File: config.mk
export PLATFORM = sky130hd
export DESIGN_NAME = secded_decoder
export DESIGN_NICKNAME = d
export VERILOG_FILES = /design/src/logic/ecc_mem_pkg.sv /design/src/logic/secded_decoder.sv
export VERILOG_INCLUDE_DIRS = /design/src /design/src/logic
export SDC_FILE = /design/constraint.sdc
export NUM_CORES = 1
export LEC_CHECK = 0
export BUFFER_PORTS_ARGS = -buffer_cell sky130_fd_sc_hd__buf_2
export CAP_MARGIN = 20
export CORE_MARGIN = 2
export CORE_UTILIZATION = 45
export CTS_BUF_LIST = sky130_fd_sc_hd__clkbuf_16
export CTS_CLUSTER_DIAMETER = 30
export DETAILED_ROUTE_END_ITERATION = 16
export GPL_TIMING_DRIVEN = 0
export PLACE_DENSITY = 0.72
export SYNTH_ARGS = -nofsm -noshare
export SYNTH_HDL_FRONTEND = slang
export SYNTH_SLANG_ARGS = --single-unit
File: constraint.sdc
create_clock -name clk_i -period 3.6 [get_ports clk_i]
set_input_delay 0.36 -clock clk_i [delete_from_list [all_inputs] [get_ports clk_i]]
set_output_delay 0.36 -clock clk_i [all_outputs]
set_load 0.05 [all_outputs]
File: src/logic/ecc_mem_consts.svh
// Size constants for the SECDED memory: data, check and codeword widths, address width, depth
`ifndef ECC_MEM_CONSTS_SVH
`define ECC_MEM_CONSTS_SVH

// Payload word seen by the bus master
`define ECC_DATA_W 32

// Six Hamming check bits plus one overall parity bit
`define ECC_CHECK_W 7

// Stored codeword, data plus check bits
`define ECC_CODE_W 39

// Word address into the codeword array
`define ECC_ADDR_W 8

// Number of codewords held by the RAM
`define ECC_DEPTH 256

`endif

File: src/logic/ecc_mem_pkg.sv
// Types shared by the ECC memory design: front-end states, ECC read outcomes, memory opcodes
package ecc_mem_pkg;

  // Wishbone front-end FSM states
  // IDLE accepts a new cycle, WAIT_RSP waits for the memory, ACK lets the strobe drop
  typedef enum logic [1:0] {
    IDLE     = 2'd0,
    WAIT_RSP = 2'd1,
    ACK      = 2'd2
  } fe_state_e;

  // Outcome of a SECDED check on one read
  typedef enum logic [1:0] {
    ECC_OK            = 2'd0,
    ECC_CORRECTED     = 2'd1,
    ECC_UNCORRECTABLE = 2'd2
  } ecc_status_e;

  // Operation carried by a memory request
  typedef enum logic {
    MEM_READ  = 1'b0,
    MEM_WRITE = 1'b1
  } mem_op_e;

endpackage

File: src/logic/secded_decoder.sv
// Pipeline stage that checks a read codeword, corrects single errors and counts corrections
`timescale 1ns/1ps
`include "ecc_mem_consts.svh"

module secded_decoder (
  input  logic                      clk_i,
  input  logic                      arst_n_i,
  input  logic                      rd_valid_i,
  input  logic [`ECC_CODE_W-1:0]    rd_code_i,
  output logic                      rsp_valid_o,
  output logic [`ECC_DATA_W-1:0]    rsp_data_o,
  output ecc_mem_pkg::ecc_status_e  rsp_status_o,
  output logic [15:0]               corr_count_o
);

  localparam int SynW = `ECC_CHECK_W - 1;

  logic [SynW-1:0]          syndrome;
  logic                     par_err;
  logic [`ECC_CODE_W-1:0]   fixed_code;
  logic [`ECC_DATA_W-1:0]   dec_data;
  ecc_mem_pkg::ecc_status_e dec_status;
  logic                     rsp_valid_q;
  logic [`ECC_DATA_W-1:0]   rsp_data_q;
  ecc_mem_pkg::ecc_status_e rsp_status_q;
  logic [15:0]              corr_count_q;

  always_comb begin
    int unsigned di;
    // Syndrome is the XOR of the positions of all set bits, zero for a clean word
    syndrome = '0;
    for (int p = 1; p < `ECC_CODE_W; p++) begin
      if (rd_code_i[p-1]) begin
        syndrome = syndrome ^ SynW'(p);
      end
    end
    par_err = ^rd_code_i;

    fixed_code = rd_code_i;
    if (par_err) begin
      // Odd number of flips, taken as a single error at the syndrome position
      // A zero syndrome points at the parity bit itself, which carries no data
      dec_status = ecc_mem_pkg::ECC_CORRECTED;
      for (int p = 1; p < `ECC_CODE_W; p++) begin
        if (syndrome == SynW'(p)) begin
          fixed_code[p-1] = ~rd_code_i[p-1];
        end
      end
    end else if (syndrome != '0) begin
      // Even parity with a nonzero syndrome means two bits flipped
      dec_status = ecc_mem_pkg::ECC_UNCORRECTABLE;
    end else begin
      dec_status = ecc_mem_pkg::ECC_OK;
    end

    // Gather the data bits back from the non-power-of-two positions
    dec_data = '0;
    di       = 0;
    for (int p = 1; p < `ECC_CODE_W; p++) begin
      if ((p & (p - 1)) != 0) begin
        dec_data[di] = fixed_code[p-1];
        di++;
      end
    end
  end

  always_ff @(posedge clk_i or negedge arst_n_i) begin
    if (!arst_n_i) begin
      rsp_valid_q  <= 1'b0;
      corr_count_q <= '0;
    end else begin
      rsp_valid_q <= rd_valid_i;
      // Saturates instead of wrapping, so a large count never looks small
      if (rd_valid_i && (dec_status == ecc_mem_pkg::ECC_CORRECTED) &&
          (corr_count_q != 16'hffff)) begin
        corr_count_q <= corr_count_q + 16'd1;
      end
    end
  end

  // Result is held until the next read completes
  always_ff @(posedge clk_i) begin
    if (rd_valid_i) begin
      rsp_data_q   <= dec_data;
      rsp_status_q <= dec_status;
    end
  end

  assign rsp_valid_o  = rsp_valid_q;
  assign rsp_data_o   = rsp_data_q;
  assign rsp_status_o = rsp_status_q;
  assign corr_count_o = corr_count_q;

endmodule

== After elaboration in Yosys (flattened, before gate mapping) ==
Cells that the tools add are included.

* Logic and storage cells: 203
* Register bits: 51
* Input port bits: 42
* Output and inout bits: 51

* Muxes and demuxes: 79
* Reductions and logical operators: 4
* Add/sub/neg operators: 1
* Bitwise gates (word level): 75
* Eq/ne operators: 40

{| class="wikitable"
|+ Operator list
! operator !! number
|-
| 6-bit by 5-bit equality test with 1-bit output, second input constant || 16
|-
| 5-bit 2-to-1 mux || 16
|-
| 6-bit by 4-bit equality test with 1-bit output, second input constant || 8
|-
| 6-bit equality test, second input constant || 7
|-
| 6-bit 2-to-1 mux || 7
|-
| 1-bit 2-to-1 mux || 39
|-
| 3-bit NOT || 13
|-
| 39-bit parity || 1
|-
| 38-bit 2-to-1 mux || 1
|-
| 1-bit NOT || 38
|-
| 4-bit 2-to-1 mux || 8
|-
| 2-bit NOT || 13
|-
| 6-bit by 3-bit equality test with 1-bit output, second input constant || 4
|-
| 4-bit NOT || 5
|-
| 16-bit by 1-bit adder with 16-bit output, second input constant || 1
|-
| 16-bit inequality test, second input constant || 1
|-
| 6-bit by 2-bit equality test with 1-bit output, second input constant || 2
|-
| 3-bit 2-to-1 mux || 4
|-
| 2-bit 2-to-1 mux || 4
|-
| 6-bit by 1-bit equality test with 1-bit output, second input constant || 1
|-
| 6-bit nonzero test || 1
|-
| 1-bit NOT, first input constant || 5
|-
| 5-bit NOT || 1
|-
| 2-bit by 1-bit equality test with 1-bit output, second input constant || 1
|-
| 1-bit logical AND || 2
|}

== Longest topological paths before layout ==
* Word-level depth: 76
* Mapped depth: 9
* Mapped depth without buffers: 8

== Least setup slack after synthesis ==
Ideal clock, no wire load.

* Path kind: input port to flip-flop
* Start point: input rd_code_i[8]
* End point: register rsp_data_q[1], in the netlist rsp_data_o[1] (data pin)
* Stages on the path: 8
* Required time: 3.342 ns
* Slack: 0.878 ns
* Path buffers: 1
* Library setup time: 0.258 ns
* Data arrival time: 2.465 ns
* Cells stage by stage: xnor3_1 > xor2_1 > xnor3_1 > xnor2_1 > mux2i_2 > buf_6 > nand3_1 > xnor2_1

* Word-level cells in the longest chain between the ends: 47
* Elaborated cells on any way between the ends: 55
* Those cells by class: eq/ne: 1; mux: 32; bitwise: 21; reduce/logical: 1

{| class="wikitable"
|+ RTL lines
! what !! RTL line !! source
|-
| start, declared || secded_decoder.sv:9 || <nowiki>input logic [`ECC_CODE_W-1:0] rd_code_i,</nowiki>
|-
| 4-bit 2-to-1 mux || secded_decoder.sv:33 || <nowiki>if (rd_code_i[p-1]) begin</nowiki>
|-
| 2-bit NOT (no line) or 4-bit 2-to-1 mux (tied branches) || -- ||
|-
| 4-bit 2-to-1 mux or 3-bit NOT (tied branches) || -- ||
|-
| 3-bit NOT (no line) or 4-bit 2-to-1 mux (tied branches) || -- ||
|-
| 4-bit 2-to-1 mux || secded_decoder.sv:33 ||
|-
| 2-bit NOT (no line) or 3-bit NOT (tied branches) || -- ||
|-
| 4-bit 2-to-1 mux || secded_decoder.sv:33 ||
|-
| 3-bit NOT (no line) or 4-bit 2-to-1 mux (tied branches) || -- ||
|-
| [30 not listed] || -- ||
|-
| 6-bit 2-to-1 mux or 3-bit NOT (tied branches) || -- ||
|-
| 6-bit 2-to-1 mux (2 in a row) || secded_decoder.sv:33 ||
|-
| 6-bit 2-to-1 mux or 3-bit NOT (tied branches) || -- ||
|-
| 6-bit 2-to-1 mux (2 in a row) || secded_decoder.sv:33 ||
|-
| 6-bit by 3-bit equality test with 1-bit output || secded_decoder.sv:45 || <nowiki>if (syndrome == SynW'(p)) begin</nowiki>
|-
| 1-bit 2-to-1 mux || secded_decoder.sv:45 ||
|-
| 38-bit 2-to-1 mux * || secded_decoder.sv:40 || <nowiki>if (par_err) begin</nowiki>
|-
| named net dec_data[1] || secded_decoder.sv:21 || <nowiki>logic [`ECC_DATA_W-1:0] dec_data;</nowiki>
|-
| end signal, assigned || secded_decoder.sv:84 || <nowiki>rsp_data_q <= dec_data;</nowiki>
|-
| end, declared || secded_decoder.sv:24 || <nowiki>logic [`ECC_DATA_W-1:0] rsp_data_q;</nowiki>
|}

Mark *: on every way through the listed nets, which the timed path passes. The rest lies on a longest branch.
A chain may end at the register's enable or synchronous reset.

== Worst setup path in the final report ==
Ends and elaborated chain as after synthesis.

==> parameters.txt <==
Parameter                              Value

Detailed routing
  First-iteration detailed-routing DRC count ... 86
  ANT nets after route ... 0
  Drt via density ... 4.95
  Post-route DRC ... 0
  Number of vias in the routed layout ... about 2200
  Number of detailed-route iterations in the first pass ... 4
  Post-DR wirelength/cell ... 15.4 µm
  Routed WL ... 6960 µm

Floorplan
  Number of rows in the core area ... 30
  Effective utilization at floorplan ... 0.467
  Die width ... ~90 µm
  Die Y ... 88.2 µm
  Core area ... 0.00683 mm²
  I/O pin total ... 93
  Floorplan die area ... 0.00778 mm²

Worst setup path
  Max stage delay on crit path ... 0.56 ns
  Worst Path Required ... 3.65 ns
  Count of buffer and inverter cells on the critical path ... 2
  CP endpoint kind ... flip-flop
  Slowest cell on the critical path ... sky130_fd_sc_hd__mux2i_2
  Worst setup path class ... in2reg
  Startpoint of the most critical setup path ... rd_code_i[8]
  Worst setup SP type ... input pin
  Cells traversed along the worst timing path ... buf_2 > xnor3_1 > xor2_1 > xnor3_1 > xnor2_1 > mux2i_2 > buf_6 > nand3_1 > xnor2_1
  Critical path fanouts, max ... 10
  Arrival time of data at the critical path endpoint ... between 3 and 4 ns
  Top cell family by delay on the critical path ... XOR/XNOR gates
  Startpoint of the lowest-slack register-to-register path ... corr_count_o[0]

Yosys
  Cell taking the most area after synthesis ... sky130_fd_sc_hd__edfxtp_1
  Syn nets ... 298
  Fraction of post-synthesis cell area in the top cell type by area ... 0.320
  Count of synthesis-stage warnings from yosys ... 0
  Count of state elements after synthesis ... 51
  Total standard cell area after synthesis ... 0.00319 mm²
  EDFF count, synth ... 34
  Per-instance average area after synthesis ... 12.5 µm²
  Number of instances in the synthesized netlist ... 255
  Post-Synth Simple-Gate Area ... 0.127
  Synth area leaders ... sky130_fd_sc_hd__edfxtp_1, sky130_fd_sc_hd__xnor2_1, sky130_fd_sc_hd__dfrtp_1
  Most used flip-flop cell after synthesis ... sky130_fd_sc_hd__edfxtp_1
  Combinational family with the most area after synthesis ... XOR/XNOR gates
  Async S/R FF share, synth ... 0.333
  Post-synthesis mux area share ... 0.0122
  Adder-cell share of the synthesized area ... 0.00392
  Share of the synthesized netlist area taken by xor and xnor gates ... 0.379
  Fraction of the yosys area taken by sequential cells ... 0.454
  Fraction of the mapped netlist area in compound gates ... 0.00549
  Number of distinct standard cells referenced by the synthesized netlist ... 32

Pwr
  Cell-internal power ... 1.68 mW
  Pleak ... 1.69 nW
  Total chip power ... 3.04 mW
  Clock share of power ... 0.178
  Largest vdd supply drop ... 0.448 mV
  Relative contribution of sequential cells to total power ... 0.268
  Combinational cell fraction of total power ... 0.554
  Switch Pwr ... 1.36 mW
  Pwr Density ... 771 mW/mm²
  Switching Share ... 0.449

CTS
  Post-CTS repair timing setup buffer count ... 0
  Clk sinks ... 51
  Latest clock arrival within the worst-skew pair ... 0.29 ns
  Hold-fix buffers at CTS ... 1
  Clock tree root driver cell ... sky130_fd_sc_hd__clkbuf_16
  Maximum root-to-sink buffer count ... 2
  CTS clock-pin slew for the worst setup and hold paths ... 0.07 ns
  Post-cts repair resize count ... 0
  CTS tree ... done
  # H-tree levels ... 2
  Total CTS buffers ... 5

Layout
  Fraction of final layout cells with drive strength greater than 1 ... 0.330
  Antenna diode count ... 0
  Post-Route Utilization ... 0.577
  Post-layout nets ... 397
  Signed area change from the synthesized netlist to the final layout ... 23.7%

STA
  Worst Hold Margin ... between 0.3 and 0.4 ns
  Number of failing setup endpoints in the final timing report ... 0
  Unrepaired setup endpoints after global routing ... false
  Worst slew margin ... 0.462
  Min cycle time layout ... 2.98 ns
  Post-Route Setup TNS ... 0 ns
  Least setup slack across all paths after layout ... 0.620 ns
  Achievable Freq ... 336 MHz
  Period utilisation layout ... 0.828
  Worst-case clock skew ... 0.00421 ns
  Count of endpoints failing hold in the final timing report ... 0
  Slew at the pin with the worst max-slew slack ... 0.807 ns
  Final Max Tran Viols ... 0

Global route
  Via count of the first global-routing pass ... 2187
  Aggregate global-route resource usage ... 0.187
  Sum of overflow across all layers after global routing ... 0
  Global-route wire length before repair ... around 11000 µm
  Maximum number of pins on one net before global-route repair ... 37
  Initial antenna violation count ... 0

Placed design
  Worst-case setup slack after placement ... 0.337 ns
  Port bufs ... 91
  Post-detailed-placement half-perimeter wirelength ... between 5000 and 6000 µm
  Placer congestion estimate ... a little over 0.9

Worst hold path
  Worst min-delay path category ... in2reg
  Hold_sp ... rd_code_i[23]

Flow run
  Number of maximum-capacitance violations ... 0

Run status
  Run status ... finished, final reports clean
[worst register-to-register path: stages, from the launching register on]
cell and delay, ns:
sky130_fd_sc_hd__dfrtp_1 0.43, sky130_fd_sc_hd__ha_1 0.23, sky130_fd_sc_hd__nand3_1 0.11, sky130_fd_sc_hd__nor2_1 0.08, sky130_fd_sc_hd__and3_1 0.20, sky130_fd_sc_hd__a41oi_1 0.35
sky130_fd_sc_hd__nand2_1 0.17, sky130_fd_sc_hd__or3_1 0.38, sky130_fd_sc_hd__xnor2_1 0.13
[synthesized netlist by cell type, types with 4 or more instances]
| library cell | instances |
|---|---|
| sky130_fd_sc_hd__xnor2_1 | 80 |
| sky130_fd_sc_hd__nand3_1 | 35 |
| sky130_fd_sc_hd__edfxtp_1 | 34 |
| sky130_fd_sc_hd__dfrtp_1 | 17 |
| sky130_fd_sc_hd__xor2_1 | 14 |
| sky130_fd_sc_hd__nand2_1 | 9 |
| sky130_fd_sc_hd__nand4_1 | 9 |
| sky130_fd_sc_hd__xnor3_1 | 9 |
| sky130_fd_sc_hd__and3_1 | 5 |
| sky130_fd_sc_hd__nor2_1 | 5 |
| sky130_fd_sc_hd__inv_1 | 4 |
| sky130_fd_sc_hd__nor2b_1 | 4 |
[cell usage in the layout (no fill, tap or decap), drive strengths merged, types with 2 or more instances in the layout]
| master | Yosys | routed |
|---|---|---|
| buf | 7 | 98 |
| xnor2 | 82 | 82 |
| nand3 | 36 | 36 |
| edfxtp | 34 | 34 |
| dfrtp | 17 | 17 |
| xor2 | 14 | 14 |
| xnor3 | 13 | 13 |
| nand2 | 9 | 9 |
| nand4 | 9 | 9 |
| and3 | 6 | 6 |
| nor2 | 5 | 5 |
| clkbuf | 0 | 5 |
| nor2b | 4 | 4 |
| inv | 4 | 4 |
| a41oi | 2 | 2 |
| mux2i | 2 | 2 |
| nor3 | 2 | 2 |
| nor3b | 2 | 2 |
| xor3 | 2 | 2 |
| and2 | 2 | 2 |
| clkinv | 0 | 2 |
[per-layer routing]
metal	GRT usage	wire, µm	up-vias
met2	0.305	3350	64
met1	0.259	3130	1077
met3	0.0358	410	7
met5	0	0	-
met4	0.0455	74	0
li1	-	-	1086
[metrics by stage]
stage                     std cells  area, µm²
after detailed placement        442       3760
after global placement          442       3760
after CTS                       451       3940
after floorplan                 255       3190
after global routing            451       3940
final                           451       3940
[kinds of logic (layout without fill, tap and decap cells)]
logic type                 count (synthesis)  count (layout)
xor gates and xnor gates                 111             111
muxes                                      3               3
and+or+nand+nor                           76              76
DFF                                       51              51
adders and majority gates                  1               1
buffers and inverters                     11             111
AOI/OAI and AO/OA                          2               2
[state kept, by name, summed over array words and instances (netlist names)]
register and count:
corr_count_o 16, rsp_data_o 32, rsp_status_o 2, rsp_valid_o 1
[power groups by stage]
stage	Sequential, mW	Clock, mW	Combinational, mW
after floorplan	1.16	0	0.954
after global placement	0.824	0	1.64
after detailed placement	0.826	0	1.67
after CTS	0.815	0.559	1.68
after global routing	0.828	0.575	1.80
final	0.815	0.541	1.68
[path summary, 6_finish.rpt]
kind | end | slack [ns] | cells past startpoint
setup / recovery | rsp_data_o[1] | 0.62 | 9
hold / removal | rsp_data_o[18] | 0.38 | 2
setup reg to reg | corr_count_o[5] | 1.41 | 8
hold reg to reg | corr_count_o[13] | 0.48 | 1
max in group asynchronous | corr_count_o[3] | 2.77 | 2
min in group asynchronous | corr_count_o[11] | 0.55 | 2
[layout make-up]
| class | count | area, µm² |
|---|---|---|
| Fill cell | 619 | 2890 |
| Inverter | 4 | 15.0 |
| Buffer | 7 | 47.5 |
| Clock buffer | 5 | 125 |
| Tap cell | 96 | 120 |
| Timing Repair Buffer | 92 | 465 |
| Multi-Input combinational cell | 193 | 1680 |
| Sequential cell | 51 | 1450 |
| Clock inverter | 3 | 43.8 |
Power figures use the tool's default switching activity.
