### src/logic/ecc_mem_consts.svh
// Size constants for the SECDED memory: data, check and codeword widths, address width, depth
`ifndef ECC_MEM_CONSTS_SVH
`define ECC_MEM_CONSTS_SVH

// Payload word seen by the bus master
`define ECC_DATA_W 32

// Six Hamming check bits plus one overall parity bit
`define ECC_CHECK_W 7

// Stored codeword, data plus check bits
`define ECC_CODE_W 39

// Word address into the codeword array
`define ECC_ADDR_W 8

// Number of codewords held by the RAM
`define ECC_DEPTH 256

`endif

### src/logic/ecc_mem_pkg.sv
// Types shared by the ECC memory design: front-end states, ECC read outcomes, memory opcodes
package ecc_mem_pkg;

  // Wishbone front-end FSM states
  // IDLE accepts a new cycle, WAIT_RSP waits for the memory, ACK lets the strobe drop
  typedef enum logic [1:0] {
    IDLE     = 2'd0,
    WAIT_RSP = 2'd1,
    ACK      = 2'd2
  } fe_state_e;

  // Outcome of a SECDED check on one read
  typedef enum logic [1:0] {
    ECC_OK            = 2'd0,
    ECC_CORRECTED     = 2'd1,
    ECC_UNCORRECTABLE = 2'd2
  } ecc_status_e;

  // Operation carried by a memory request
  typedef enum logic {
    MEM_READ  = 1'b0,
    MEM_WRITE = 1'b1
  } mem_op_e;

endpackage

### src/logic/mem_req_if.sv
// Memory request interface between pipeline stages, with source and destination modports
`timescale 1ns/1ps
`include "ecc_mem_consts.svh"

interface mem_req_if;

  // Single-cycle request strobe, there is no handshake back to the source
  logic                       req;
  ecc_mem_pkg::mem_op_e       op;
  logic [`ECC_ADDR_W-1:0]     addr;
  // Raw write data, filled in by the front end
  logic [`ECC_DATA_W-1:0]     wdata;
  // Encoded write codeword, filled in by the encoder stage
  logic [`ECC_CODE_W-1:0]     code;

  // The stage that produces the request
  modport src (
    output req,
    output op,
    output addr,
    output wdata,
    output code
  );

  // The stage that consumes the request
  modport dst (
    input req,
    input op,
    input addr,
    input wdata,
    input code
  );

endinterface

### src/logic/secded_encoder.sv
// Pipeline stage that adds Hamming SECDED check bits to write data and forwards the request
`timescale 1ns/1ps
`include "ecc_mem_consts.svh"

module secded_encoder (
  input  logic    clk_i,
  input  logic    arst_n_i,
  mem_req_if.dst  up,
  mem_req_if.src  down
);

  localparam int HammingW = `ECC_CHECK_W - 1;

  logic [`ECC_CODE_W-1:0] enc_code;
  logic                   req_q;
  ecc_mem_pkg::mem_op_e   op_q;
  logic [`ECC_ADDR_W-1:0] addr_q;
  logic [`ECC_DATA_W-1:0] wdata_q;
  logic [`ECC_CODE_W-1:0] code_q;

  // Codeword bit k holds 1-based Hamming position k+1, bit 38 holds overall parity
  always_comb begin
    int unsigned di;
    enc_code = '0;
    di       = 0;
    // Scatter data into every position that is not a power of two
    for (int p = 1; p < `ECC_CODE_W; p++) begin
      if ((p & (p - 1)) != 0) begin
        enc_code[p-1] = up.wdata[di];
        di++;
      end
    end
    // Check bit i covers every position whose index has bit i set
    for (int i = 0; i < HammingW; i++) begin
      for (int p = 1; p < `ECC_CODE_W; p++) begin
        if ((((p >> i) & 1) == 1) && (p != (1 << i))) begin
          enc_code[(1 << i) - 1] = enc_code[(1 << i) - 1] ^ enc_code[p-1];
        end
      end
    end
    // Overall parity makes the whole stored word even, this is what catches double errors
    enc_code[`ECC_CODE_W-1] = ^enc_code[`ECC_CODE_W-2:0];
  end

  always_ff @(posedge clk_i or negedge arst_n_i) begin
    if (!arst_n_i) begin
      req_q <= 1'b0;
    end else begin
      req_q <= up.req;
    end
  end

  // Request payload moves one stage forward, reads carry an all-zero codeword
  always_ff @(posedge clk_i) begin
    if (up.req) begin
      op_q    <= up.op;
      addr_q  <= up.addr;
      wdata_q <= up.wdata;
      code_q  <= (up.op == ecc_mem_pkg::MEM_WRITE) ? enc_code : '0;
    end
  end

  assign down.req   = req_q;
  assign down.op    = op_q;
  assign down.addr  = addr_q;
  assign down.wdata = wdata_q;
  assign down.code  = code_q;

endmodule

### src/flat_wrapper.sv
// flat-port wrapper written by rule: the top's interface ports become plain ports
module secded_encoder_flat 
  (clk_i, arst_n_i, up_req, up_op, up_addr, up_wdata, up_code, down_req, down_op, down_addr, down_wdata, down_code);
  mem_req_if up_i ();
  mem_req_if down_i ();
  input  logic clk_i;
  input  logic arst_n_i;
  input wire logic [$bits(up_i.req)-1:0] up_req;
  input wire logic [$bits(up_i.op)-1:0] up_op;
  input wire logic [$bits(up_i.addr)-1:0] up_addr;
  input wire logic [$bits(up_i.wdata)-1:0] up_wdata;
  input wire logic [$bits(up_i.code)-1:0] up_code;
  output wire logic [$bits(down_i.req)-1:0] down_req;
  output wire logic [$bits(down_i.op)-1:0] down_op;
  output wire logic [$bits(down_i.addr)-1:0] down_addr;
  output wire logic [$bits(down_i.wdata)-1:0] down_wdata;
  output wire logic [$bits(down_i.code)-1:0] down_code;
  assign up_i.req = up_req;
  assign up_i.op = up_op;
  assign up_i.addr = up_addr;
  assign up_i.wdata = up_wdata;
  assign up_i.code = up_code;
  assign down_req = down_i.req;
  assign down_op = down_i.op;
  assign down_addr = down_i.addr;
  assign down_wdata = down_i.wdata;
  assign down_code = down_i.code;
  secded_encoder u_core (.clk_i(clk_i), .arst_n_i(arst_n_i), .up(up_i), .down(down_i));
endmodule
### config.mk
export PLATFORM = sky130hd
export DESIGN_NAME = secded_encoder_flat
export DESIGN_NICKNAME = d
export VERILOG_FILES = /design/src/logic/ecc_mem_pkg.sv /design/src/logic/mem_req_if.sv /design/src/logic/secded_encoder.sv /design/src/flat_wrapper.sv
export VERILOG_INCLUDE_DIRS = /design/src /design/src/logic
export SDC_FILE = /design/constraint.sdc
export NUM_CORES = 1
export LEC_CHECK = 0
export BUFFER_PORTS_ARGS = -buffer_cell sky130_fd_sc_hd__buf_2
export CAP_MARGIN = 30
export CORE_MARGIN = 1.5
export CORE_UTILIZATION = 51
export CTS_BUF_LIST = sky130_fd_sc_hd__clkbuf_8
export DETAILED_ROUTE_END_ITERATION = 16
export PLACE_DENSITY = 0.88
export SETUP_SLACK_MARGIN = 0.1
export SLEW_MARGIN = 20
export SYNTH_ARGS = -nofsm -noshare
export SYNTH_HDL_FRONTEND = slang
export SYNTH_SLANG_ARGS = --single-unit
### constraint.sdc
create_clock -name clk_i -period 1 [get_ports clk_i]
set_clock_uncertainty 0.1 [all_clocks]
set_input_delay 0.05 -clock clk_i [delete_from_list [all_inputs] [get_ports clk_i]]
set_output_delay 0.05 -clock clk_i [all_outputs]
set_load 0.05 [all_outputs]
==> results of run 1 <==
-- metrics by stage --
stage	instance area, µm²	setup WS [ns]	std cells	hold slack (ns)
after floorplan	3420	-0.8754	187	-0.3456
after global placement	4493	-1.097	427	-0.2747
after detailed placement	4493	-1.167	427	-0.2746
after CTS	5846	-0.7328	486	-0.03101
-- cell families after synthesis --
group	Yosys count
xor+xnor	60
buf+inv	4
flops	81
mux	1
simple gates	40
compound gates	1
-- synth_stat cells --
library cell	number	area share, %
xnor2_2	6	2.9
clkbuf_1	3	0.34
mux2_1	1	0.34
and2_1	32	6.0
nand2_1	1	0.11
a21oi_1	1	0.15
xnor2_1	42	11
or2_1	1	0.19
nor2_1	5	0.56
xnor2_4	1	0.83
and2_2	1	0.23
edfxtp_1	80	72
xnor3_1	3	2.0
inv_1	1	0.11
dfrtp_1	1	0.75
xor2_1	8	2.1
-- what timing repair did --
action                                  CTS
endpoints found under the hold margin    55
resized for setup                       206
endpoints found under the setup margin   88
buffers inserted                          6
pin swaps                                26
hold buffers                             39
==> reports/metrics.cfg, run 1 <==
[timing]
crit_endpoint = u_core.down.code[38]$_SDFFCE_PN0P_/D
endpoint_type = register data pin

[global_route]
antenna_found_initial = 2
grt_max_degree = 23

[synth]
synthAdderAreaFrac_pct = 0
synth_cells = 187
ys_types = 16
synth-xor-area-share_pct = 18.96
synth-seq-area-share_pct = 72.99
synth_top_family_by_area = XOR/XNOR gates
yosys.area_share.simple_pct = 7.111
syn_avg_cell_area_um2 = 17.78
ys_seq_elements = 81
synth_mux_area_share_pct = 0.3386
syn_nets = 270
yosys_warnings = 0
syn_area_um2 = 3326
synth_compound_area_share_pct = 0.1505

[run_status]
tool.error = [ERROR DPL-0033] detailed placement checks failed during check placement.
status = stopped before the end
lastStage = global routing (5_1_grt)

[clock_network]
cts_sinks = 81
cts-root-buf = clkbuf_8
cts-buffers-inserted = 9
cts_htree_levels = 3
max-clock-path-buffers = 2

[placement]
place_hpwl_um = 5281
gp_congestion = 0.7738
placement.io_buffers = 124

[die]
die_w_um = 83.75
io_pins = 164
rows = 29
fp.dieH_um = 83.75
initial_utilization_pct = 52.68

==> inputs of run 2 (changes only) <==
Settings changed: CORE_UTILIZATION 51 to 40, CTS_BUF_LIST sky130_fd_sc_hd__clkbuf_8 to not set, PLACE_DENSITY 0.88 to not set, PLACE_DENSITY_LB_ADDON set to 0.15, SETUP_SLACK_MARGIN 0.1 to not set.
==> run 2 against run 1 <==
  * The flow now finishes, with violations (negative setup slack)
  * Area after synthesis unchanged
  * Synthesized cell count did not move
==> reports/metrics.cfg, run 2 <==
[power]
p_leak_nw = 2.518
power_density_nw_per_um2 = 1749
design_power_total_mw = 10.63
peakVddDrop_mv = 1.002

[run_status]
status = finished with violations  ; was stopped before the end
violations = negative setup slack

[synth]
async_reset_ff_share_pct = 1.235  ; unchanged
synth_cells = 187  ; unchanged
netlist.area_leader.share_pct = 72.23  ; unchanged
ys_types = 16  ; unchanged
synth_compound_area_share_pct = 0.1505  ; unchanged
synth_common_cells = edfxtp_1 (80), xnor2_1 (42), and2_1 (32), xor2_1 (8), xnor2_2 (6)  ; unchanged
synth-xor-area-share_pct = 18.96  ; unchanged
synth_mux_area_share_pct = 0.3386  ; unchanged
synth-seq-area-share_pct = 72.99  ; unchanged
syn_nets = 270  ; unchanged
yosys.area_share.simple_pct = 7.111  ; unchanged
synthTopCellsByArea = edfxtp_1 (72%), xnor2_1 (11%), and2_1 (6.0%), xnor2_2 (2.9%), xor2_1 (2.1%)  ; unchanged
synth_most_common_cell = edfxtp_1  ; unchanged
ys_seq_elements = 81  ; unchanged
synthAdderAreaFrac_pct = 0  ; unchanged
synth_edf_count = 80  ; unchanged
syn_area_um2 = 3326  ; unchanged
synth_ff_type = edfxtp_1  ; unchanged
synth_top_area_cell = edfxtp_1  ; unchanged
syn_avg_cell_area_um2 = 17.78  ; unchanged
yosys_warnings = 0  ; unchanged
synth_top_family_by_area = XOR/XNOR gates  ; unchanged

[worst_setup_path]
path_class = primary input to flip-flop
crit_start = up_wdata[31]
cp.required_ns = 1.00
critPathTopFamily = XOR/XNOR gates
cpPeakStageDelay_ns = 0.45
cp_num_buf_inv = 1
crit_chain = buf_8, xnor2_4, xnor3_1, xnor2_2, xnor3_1, xnor2_1, mux2_1
cp_data_arrival_time_ns = 1.69
cp_common_cell = xnor3_1
setup.worst_path.end = u_core.down.code[38]
worst-path-stages = 7
crit_fanout = 2
cp_slowest_cell = xnor3_1
start_kind = primary input
end_kind = flip-flop

[drt]
num_vias = 2254
viasPerCell = 4.368
ant_nets = 0
wl_per_cell_um = 15.21
routed_wirelength_um = 7848
dr.pass1.iters = 4
drc_errors = 0
drt_iter0_drc = 58

[die]
die-area_um2 = 8870
rows = 33  ; was 29
die_w_um = 94.18  ; was 83.75 µm
initial_utilization_pct = 40.89  ; was 52.68%
fp.dieH_um = 94.18  ; was 83.75 µm
io_pins = 164  ; unchanged
core_area_um2 = 8134

[clock_network]
path_clk_slew_ns = 0.10
cts_tree = built
cts_htree_levels = 3  ; unchanged
cts-root-buf = clkbuf_8  ; unchanged
max-clock-path-buffers = 2  ; unchanged
cts_sinks = 81  ; unchanged
cts-buffers-inserted = 9  ; unchanged

[finish]
antenna_cells = 0
final_common_cell = buf_6
drive_above_1_share_pct = 54.74
final_cell_mix = buf_6 (99), edfxtp_1 (80), dlygate4sd3_1 (43)
area_growth_pct = 82.73
largest_reg_flops = 39
fin_nets = 489
n_fill_cell = 526
instances_no_fill = 516

[placement]
placement.io_buffers = 124  ; unchanged
dp_slack_ns = -1.207  ; was -1.167 ns
place_hpwl_um = 4896  ; was 5281 µm
gp_congestion = 0.7623  ; was 0.7738
placedCellCount = 453  ; was 427

[global_route]
gr-usage-met1_pct = 20.34
grt-ovfl-total = 0
grtUsageMet3_pct = 4.531
grt_pass1_vias = 2355
antenna_found_initial = 0
grt_pass1_wl_um = 11790
grt_use_total_pct = 18.35
grtUsageMet2_pct = 33.63
grt_max_degree = 49
busiest_layer = met2

[timing]
maxSlewViolCount = 0
slew_headroom_pct = 80.66
setup_slack_ns = -0.6864
rsz0062_at_grt = true
setup_viol = 89
hold_viol_final = 0
tightestPinTransition_ns = 0.2887
period_share_pct = 168.6
fin_crit_ns = 1.686
clock.fmax_ghz = 0.5930

[flow_run]
cap_violations = 0

[worst_hold_path]
hp-class = primary input to flip-flop

==> run 2: logic make-up (layout without fill, tap and decap cells) <==
family,count (synthesis),count (layout)
flops,81,81
simple gates,40,40
buf+inv,4,228
compound gates,1,1
xor+xnor,60,60
mux,1,1
==> run 2: where the power goes <==
group          leakage [nW]  total (mW)  internal (mW)  switching (mW)
logic                  1.64        4.10           1.97            2.13
registers             0.789        4.29           4.13           0.161
clock network        0.0884        2.23          0.944            1.29
==> run 2: worst min-delay path by stage <==
stage,slack (ns),depth (start not counted),to,startpoint
final,0.02,3,u_core.down.code[10],up_wdata[6]
after floorplan,-0.35,0,u_core.down.req,arst_n_i
after detailed placement,-0.27,1,u_core.down.req,arst_n_i
after global placement,-0.27,1,u_core.down.req,arst_n_i
after CTS,0.01,3,u_core.down.code[28],up_wdata[23]
after global routing,0.01,3,u_core.down.code[10],up_wdata[6]
==> run 2: layout make-up <==
class | count | area, µm² | area share [%]
flip-flops and latches | 81 | 2427 | 39.94
clock inverters | 7 | 61.31 | 1.009
clock buffers | 9 | 123.9 | 2.038
well taps | 105 | 131.4 | 2.162
multi-input cells | 102 | 1254 | 20.63
repair buffers | 211 | 2076 | 34.16
inverters | 1 | 3.754 | 0.06177
==> run 2: through the flow <==
step                      cell area, µm²  hold WS (ns)  setup TNS [ns]  utilization, %
after floorplan                     3420       -0.3456          -2.176               -
after global placement              4488       -0.2743          -4.829           55.18
after detailed placement            4488       -0.2728          -4.919           55.18
after CTS                           5911       0.01209          -7.769           72.67
after global routing                6077       0.01183          -9.580           74.71
final                               6077       0.01893          -6.393           74.71
==> run 2: worst min-delay path: cells and delay by family <==
kind	cells	cell delay [ns]
buffers and inverters	2	0.21
AND/OR/NAND/NOR	1	0.11
==> run 2: timing repair <==
| action | CTS | global route |
|---|---|---|
| pin swaps | 30 | 22 |
| setup endpoints to repair | 88 | 89 |
| setup buffers | 6 | 1 |
| endpoints found under the hold margin | 53 | 2 |
| gates resized for setup | 213 | 30 |
| hold buffers | 42 | 2 |
| cloned | 0 | 0 |
==> run 2: per-layer routing <==
metal / vias up / part of all wire [%]
met1: 1074 / 38
met3: 12 / 4.7
met5: - / 0
li1: 1089 / -
met4: 0 / 1.5
met2: 79 / 56
Note: power is estimated with default switching activity, not from simulation.
==> inputs of run 3 (changes only) <==
Clock period 1 ns to 2.15 ns, I/O delays scaled along.
==> run 3 against run 2 <==
  * The flow now finishes without violations
  * Total power shrank 56%
  * Cell area shrank 20%
  * Worst hold slack lost 0.012 ns
  * Via count shrank 6.4%
  * Sequential power shrank 54%
  * Clock power shrank 43%
  * Combinational power shrank 65%
  * Routed wire length shrank 10%
  * Worst setup slack gained 0.77 ns
  * First-iteration DRC count grew 47%
  * Die area is the same
  * Critical path type unchanged
  * Highest routed layer unchanged
==> reports/metrics.cfg, run 3 (synthesis results as in run 2) <==
[run_status]
status = completed  ; was finished with violations

[timing]
slew_headroom_pct = 62.44  ; was 80.66%
rsz0062_at_grt = false  ; was true
setup_viol = 0  ; was 89
fin_crit_ns = 2.062
clock.fmax_ghz = 0.4850
holdWs_ns = 0.006610  ; was 0.01893 ns
setup_slack_ns = 0.08818  ; was -0.6864 ns
finalSetupTns_ns = 0  ; was -6.393 ns
period_share_pct = 95.90
maxSlewViolCount = 0  ; unchanged
hold_viol_final = 0  ; unchanged
tightestPinTransition_ns = 0.5634  ; was 0.2887 ns

[flow_run]
cap_violations = 0  ; unchanged

[worst_setup_path]
cp_num_buf_inv = 3  ; was 1
critPathTopFamily = XOR/XNOR gates  ; unchanged
crit_start = up_wdata[31]  ; unchanged
crit_chain = buf_2, dlygate4sd3_1, buf_4, xor2_1, xnor2_2, xnor2_4, xnor2_1, mux2_1  ; was buf_8, xnor2_4, xnor3_1, xnor2_2, xnor3_1, xnor2_1, mux2_1
crit_fanout = 3  ; was 2
cp_data_arrival_time_ns = 2.07  ; was 1.69 ns
start_kind = primary input  ; unchanged
cp.required_ns = 2.16  ; was 1.00 ns
path_class = primary input to flip-flop  ; unchanged
cpPeakStageDelay_ns = 0.55  ; was 0.45 ns
cp_slowest_cell = dlygate4sd3_1  ; was xnor3_1
end_kind = flip-flop  ; unchanged

[global_route]
grt_max_degree = 41  ; was 49
grt-ovfl-total = 0  ; unchanged
antenna_found_initial = 0  ; unchanged
grt_pass1_vias = 2180  ; was 2355
grt_pass1_wl_um = 10620  ; was 11790 µm
grt_use_total_pct = 16.42  ; was 18.35%

[placement]
gp_congestion = 0.7217  ; was 0.7623
place_hpwl_um = 4751  ; was 4896 µm
placedCellCount = 428  ; was 453
placement.io_buffers = 124  ; unchanged
place_area_um2 = 4194  ; was 4488 µm²
dp_slack_ns = -0.1363  ; was -1.207 ns

[power]
intPower_mw = 3.121  ; was 7.047 mW
design_power_total_mw = 4.646  ; was 10.63 mW
power_frac_comb_pct = 30.9  ; was 38.6%
switching_share_pct = 32.82  ; was 33.71%
p_leak_nw = 1.985  ; was 2.518 nW
p_seq_share_pct = 42.1  ; was 40.4%
clkPwrFrac_pct = 27.0  ; was 21.0%
switchingPower_mw = 1.525  ; was 3.583 mW
peakVddDrop_mv = 0.4501  ; was 1.002 mV
power_density_nw_per_um2 = 956.5  ; was 1749 nW/µm²

[finish]
regArea_um2 = 2427  ; unchanged
n_fill_cell = 659  ; was 526
instances_no_fill = 487  ; was 516
final_util_pct = 59.71  ; was 74.71%
multi_input_area_um2 = 890.9  ; was 1254 µm²
fin_area_um2 = 4857  ; was 6077 µm²
drive_above_1_share_pct = 42.93  ; was 54.74%
final_cell_mix = buf_2 (123), edfxtp_1 (80), dlygate4sd3_1 (43)  ; was buf_6 (99), edfxtp_1 (80), dlygate4sd3_1 (43)
largest_reg_flops = 39  ; unchanged
final_common_cell = buf_2  ; was buf_6
area_growth_pct = 46.05  ; was 82.73%
antenna_cells = 0  ; unchanged
fin_nets = 460  ; was 489

[clock_network]
cts-buffers-inserted = 9  ; unchanged
cts_htree_levels = 3  ; unchanged
cts-root-buf = clkbuf_8  ; unchanged
cts_tree = built  ; unchanged
cts_sinks = 81  ; unchanged
path_clk_slew_ns = 0.09  ; was 0.10 ns
cts_setup_buffers = 0  ; was 6
max-clock-path-buffers = 2  ; unchanged

[die]
rows = 33  ; unchanged
io_pins = 164  ; unchanged
die-area_um2 = 8870  ; unchanged
fp.dieH_um = 94.18  ; unchanged
die_w_um = 94.18  ; unchanged
initial_utilization_pct = 40.89  ; unchanged
core_area_um2 = 8134  ; unchanged

[drt]
viasPerCell = 4.333  ; was 4.368
routed_wirelength_um = 7037  ; was 7848 µm
drc_errors = 0  ; unchanged
num_vias = 2110  ; was 2254
ant_nets = 0  ; unchanged
drt_iter0_drc = 85  ; was 58
wl_per_cell_um = 14.45  ; was 15.21 µm
dr.pass1.iters = 4  ; unchanged

[worst_hold_path]
hp-class = primary input to flip-flop  ; unchanged
hp-start = up_wdata[3]  ; was up_wdata[6]

run 3: changes by cell type in the layout (fill, tap and decap cells not counted), moves of 3 or more:
cell,change
xnor2_4,-10
buf_4,-18
buf_6,-99
xor2_1,+4
xnor2_2,-17
xnor2_1,+27
buf_8,-5
buf_2,+96
xor2_2,-3
run 3: worst paths after layout:
| path | depth (start not counted) | slack [ns] | to |
|---|---|---|---|
| setup / recovery | 8 | 0.09 | u_core.down.code[38] |
| hold / removal | 2 | 0.007 | u_core.down.code[6] |
| max in group asynchronous | 3 | 1.37 | u_core.down.req |
| min in group asynchronous | 3 | 0.48 | u_core.down.req |
run 3: area by class of cell:
class / instances / share of cell area, %
inverter: 1 / 0.07728
clock buffer: 9 / 2.550
clock inverter: 7 / 2.087
tap: 105 / 2.705
sequential: 81 / 49.97
timing repair buffer: 182 / 24.27
multi-input combinational: 102 / 18.34
run 3: what timing repair did:
item | in CTS | in global routing
endpoints found under the setup margin | 0 | 1
endpoints found under the hold margin | 53 | 0
hold buffers | 43 | 0
gates resized for setup | 0 | 1
run 3: power groups by stage:
stage / Combinational (mW) / Sequential, mW / Clock (mW)
2_1_floorplan: 0.473 / 2.53 / 0
3_3_place_gp: 1.37 / 1.99 / 0
3_5_place_dp: 1.38 / 1.99 / 0
4_1_cts: 1.45 / 1.96 / 1.27
5_1_grt: 1.53 / 1.97 / 1.35
6_report: 1.43 / 1.96 / 1.26
run 3: per-layer routing:
layer / part of all wire, % / track usage (%) / vias up / wire, µm
met3: 5.1 / 4.288 / 10 / 359
met1: 44 / 20.49 / 998 / 3067
met4: 1.6 / 7.090 / 0 / 113
met5: 0 / 0 / - / 0
met2: 50 / 26.86 / 70 / 3497
li1: - / - / 1032 / -
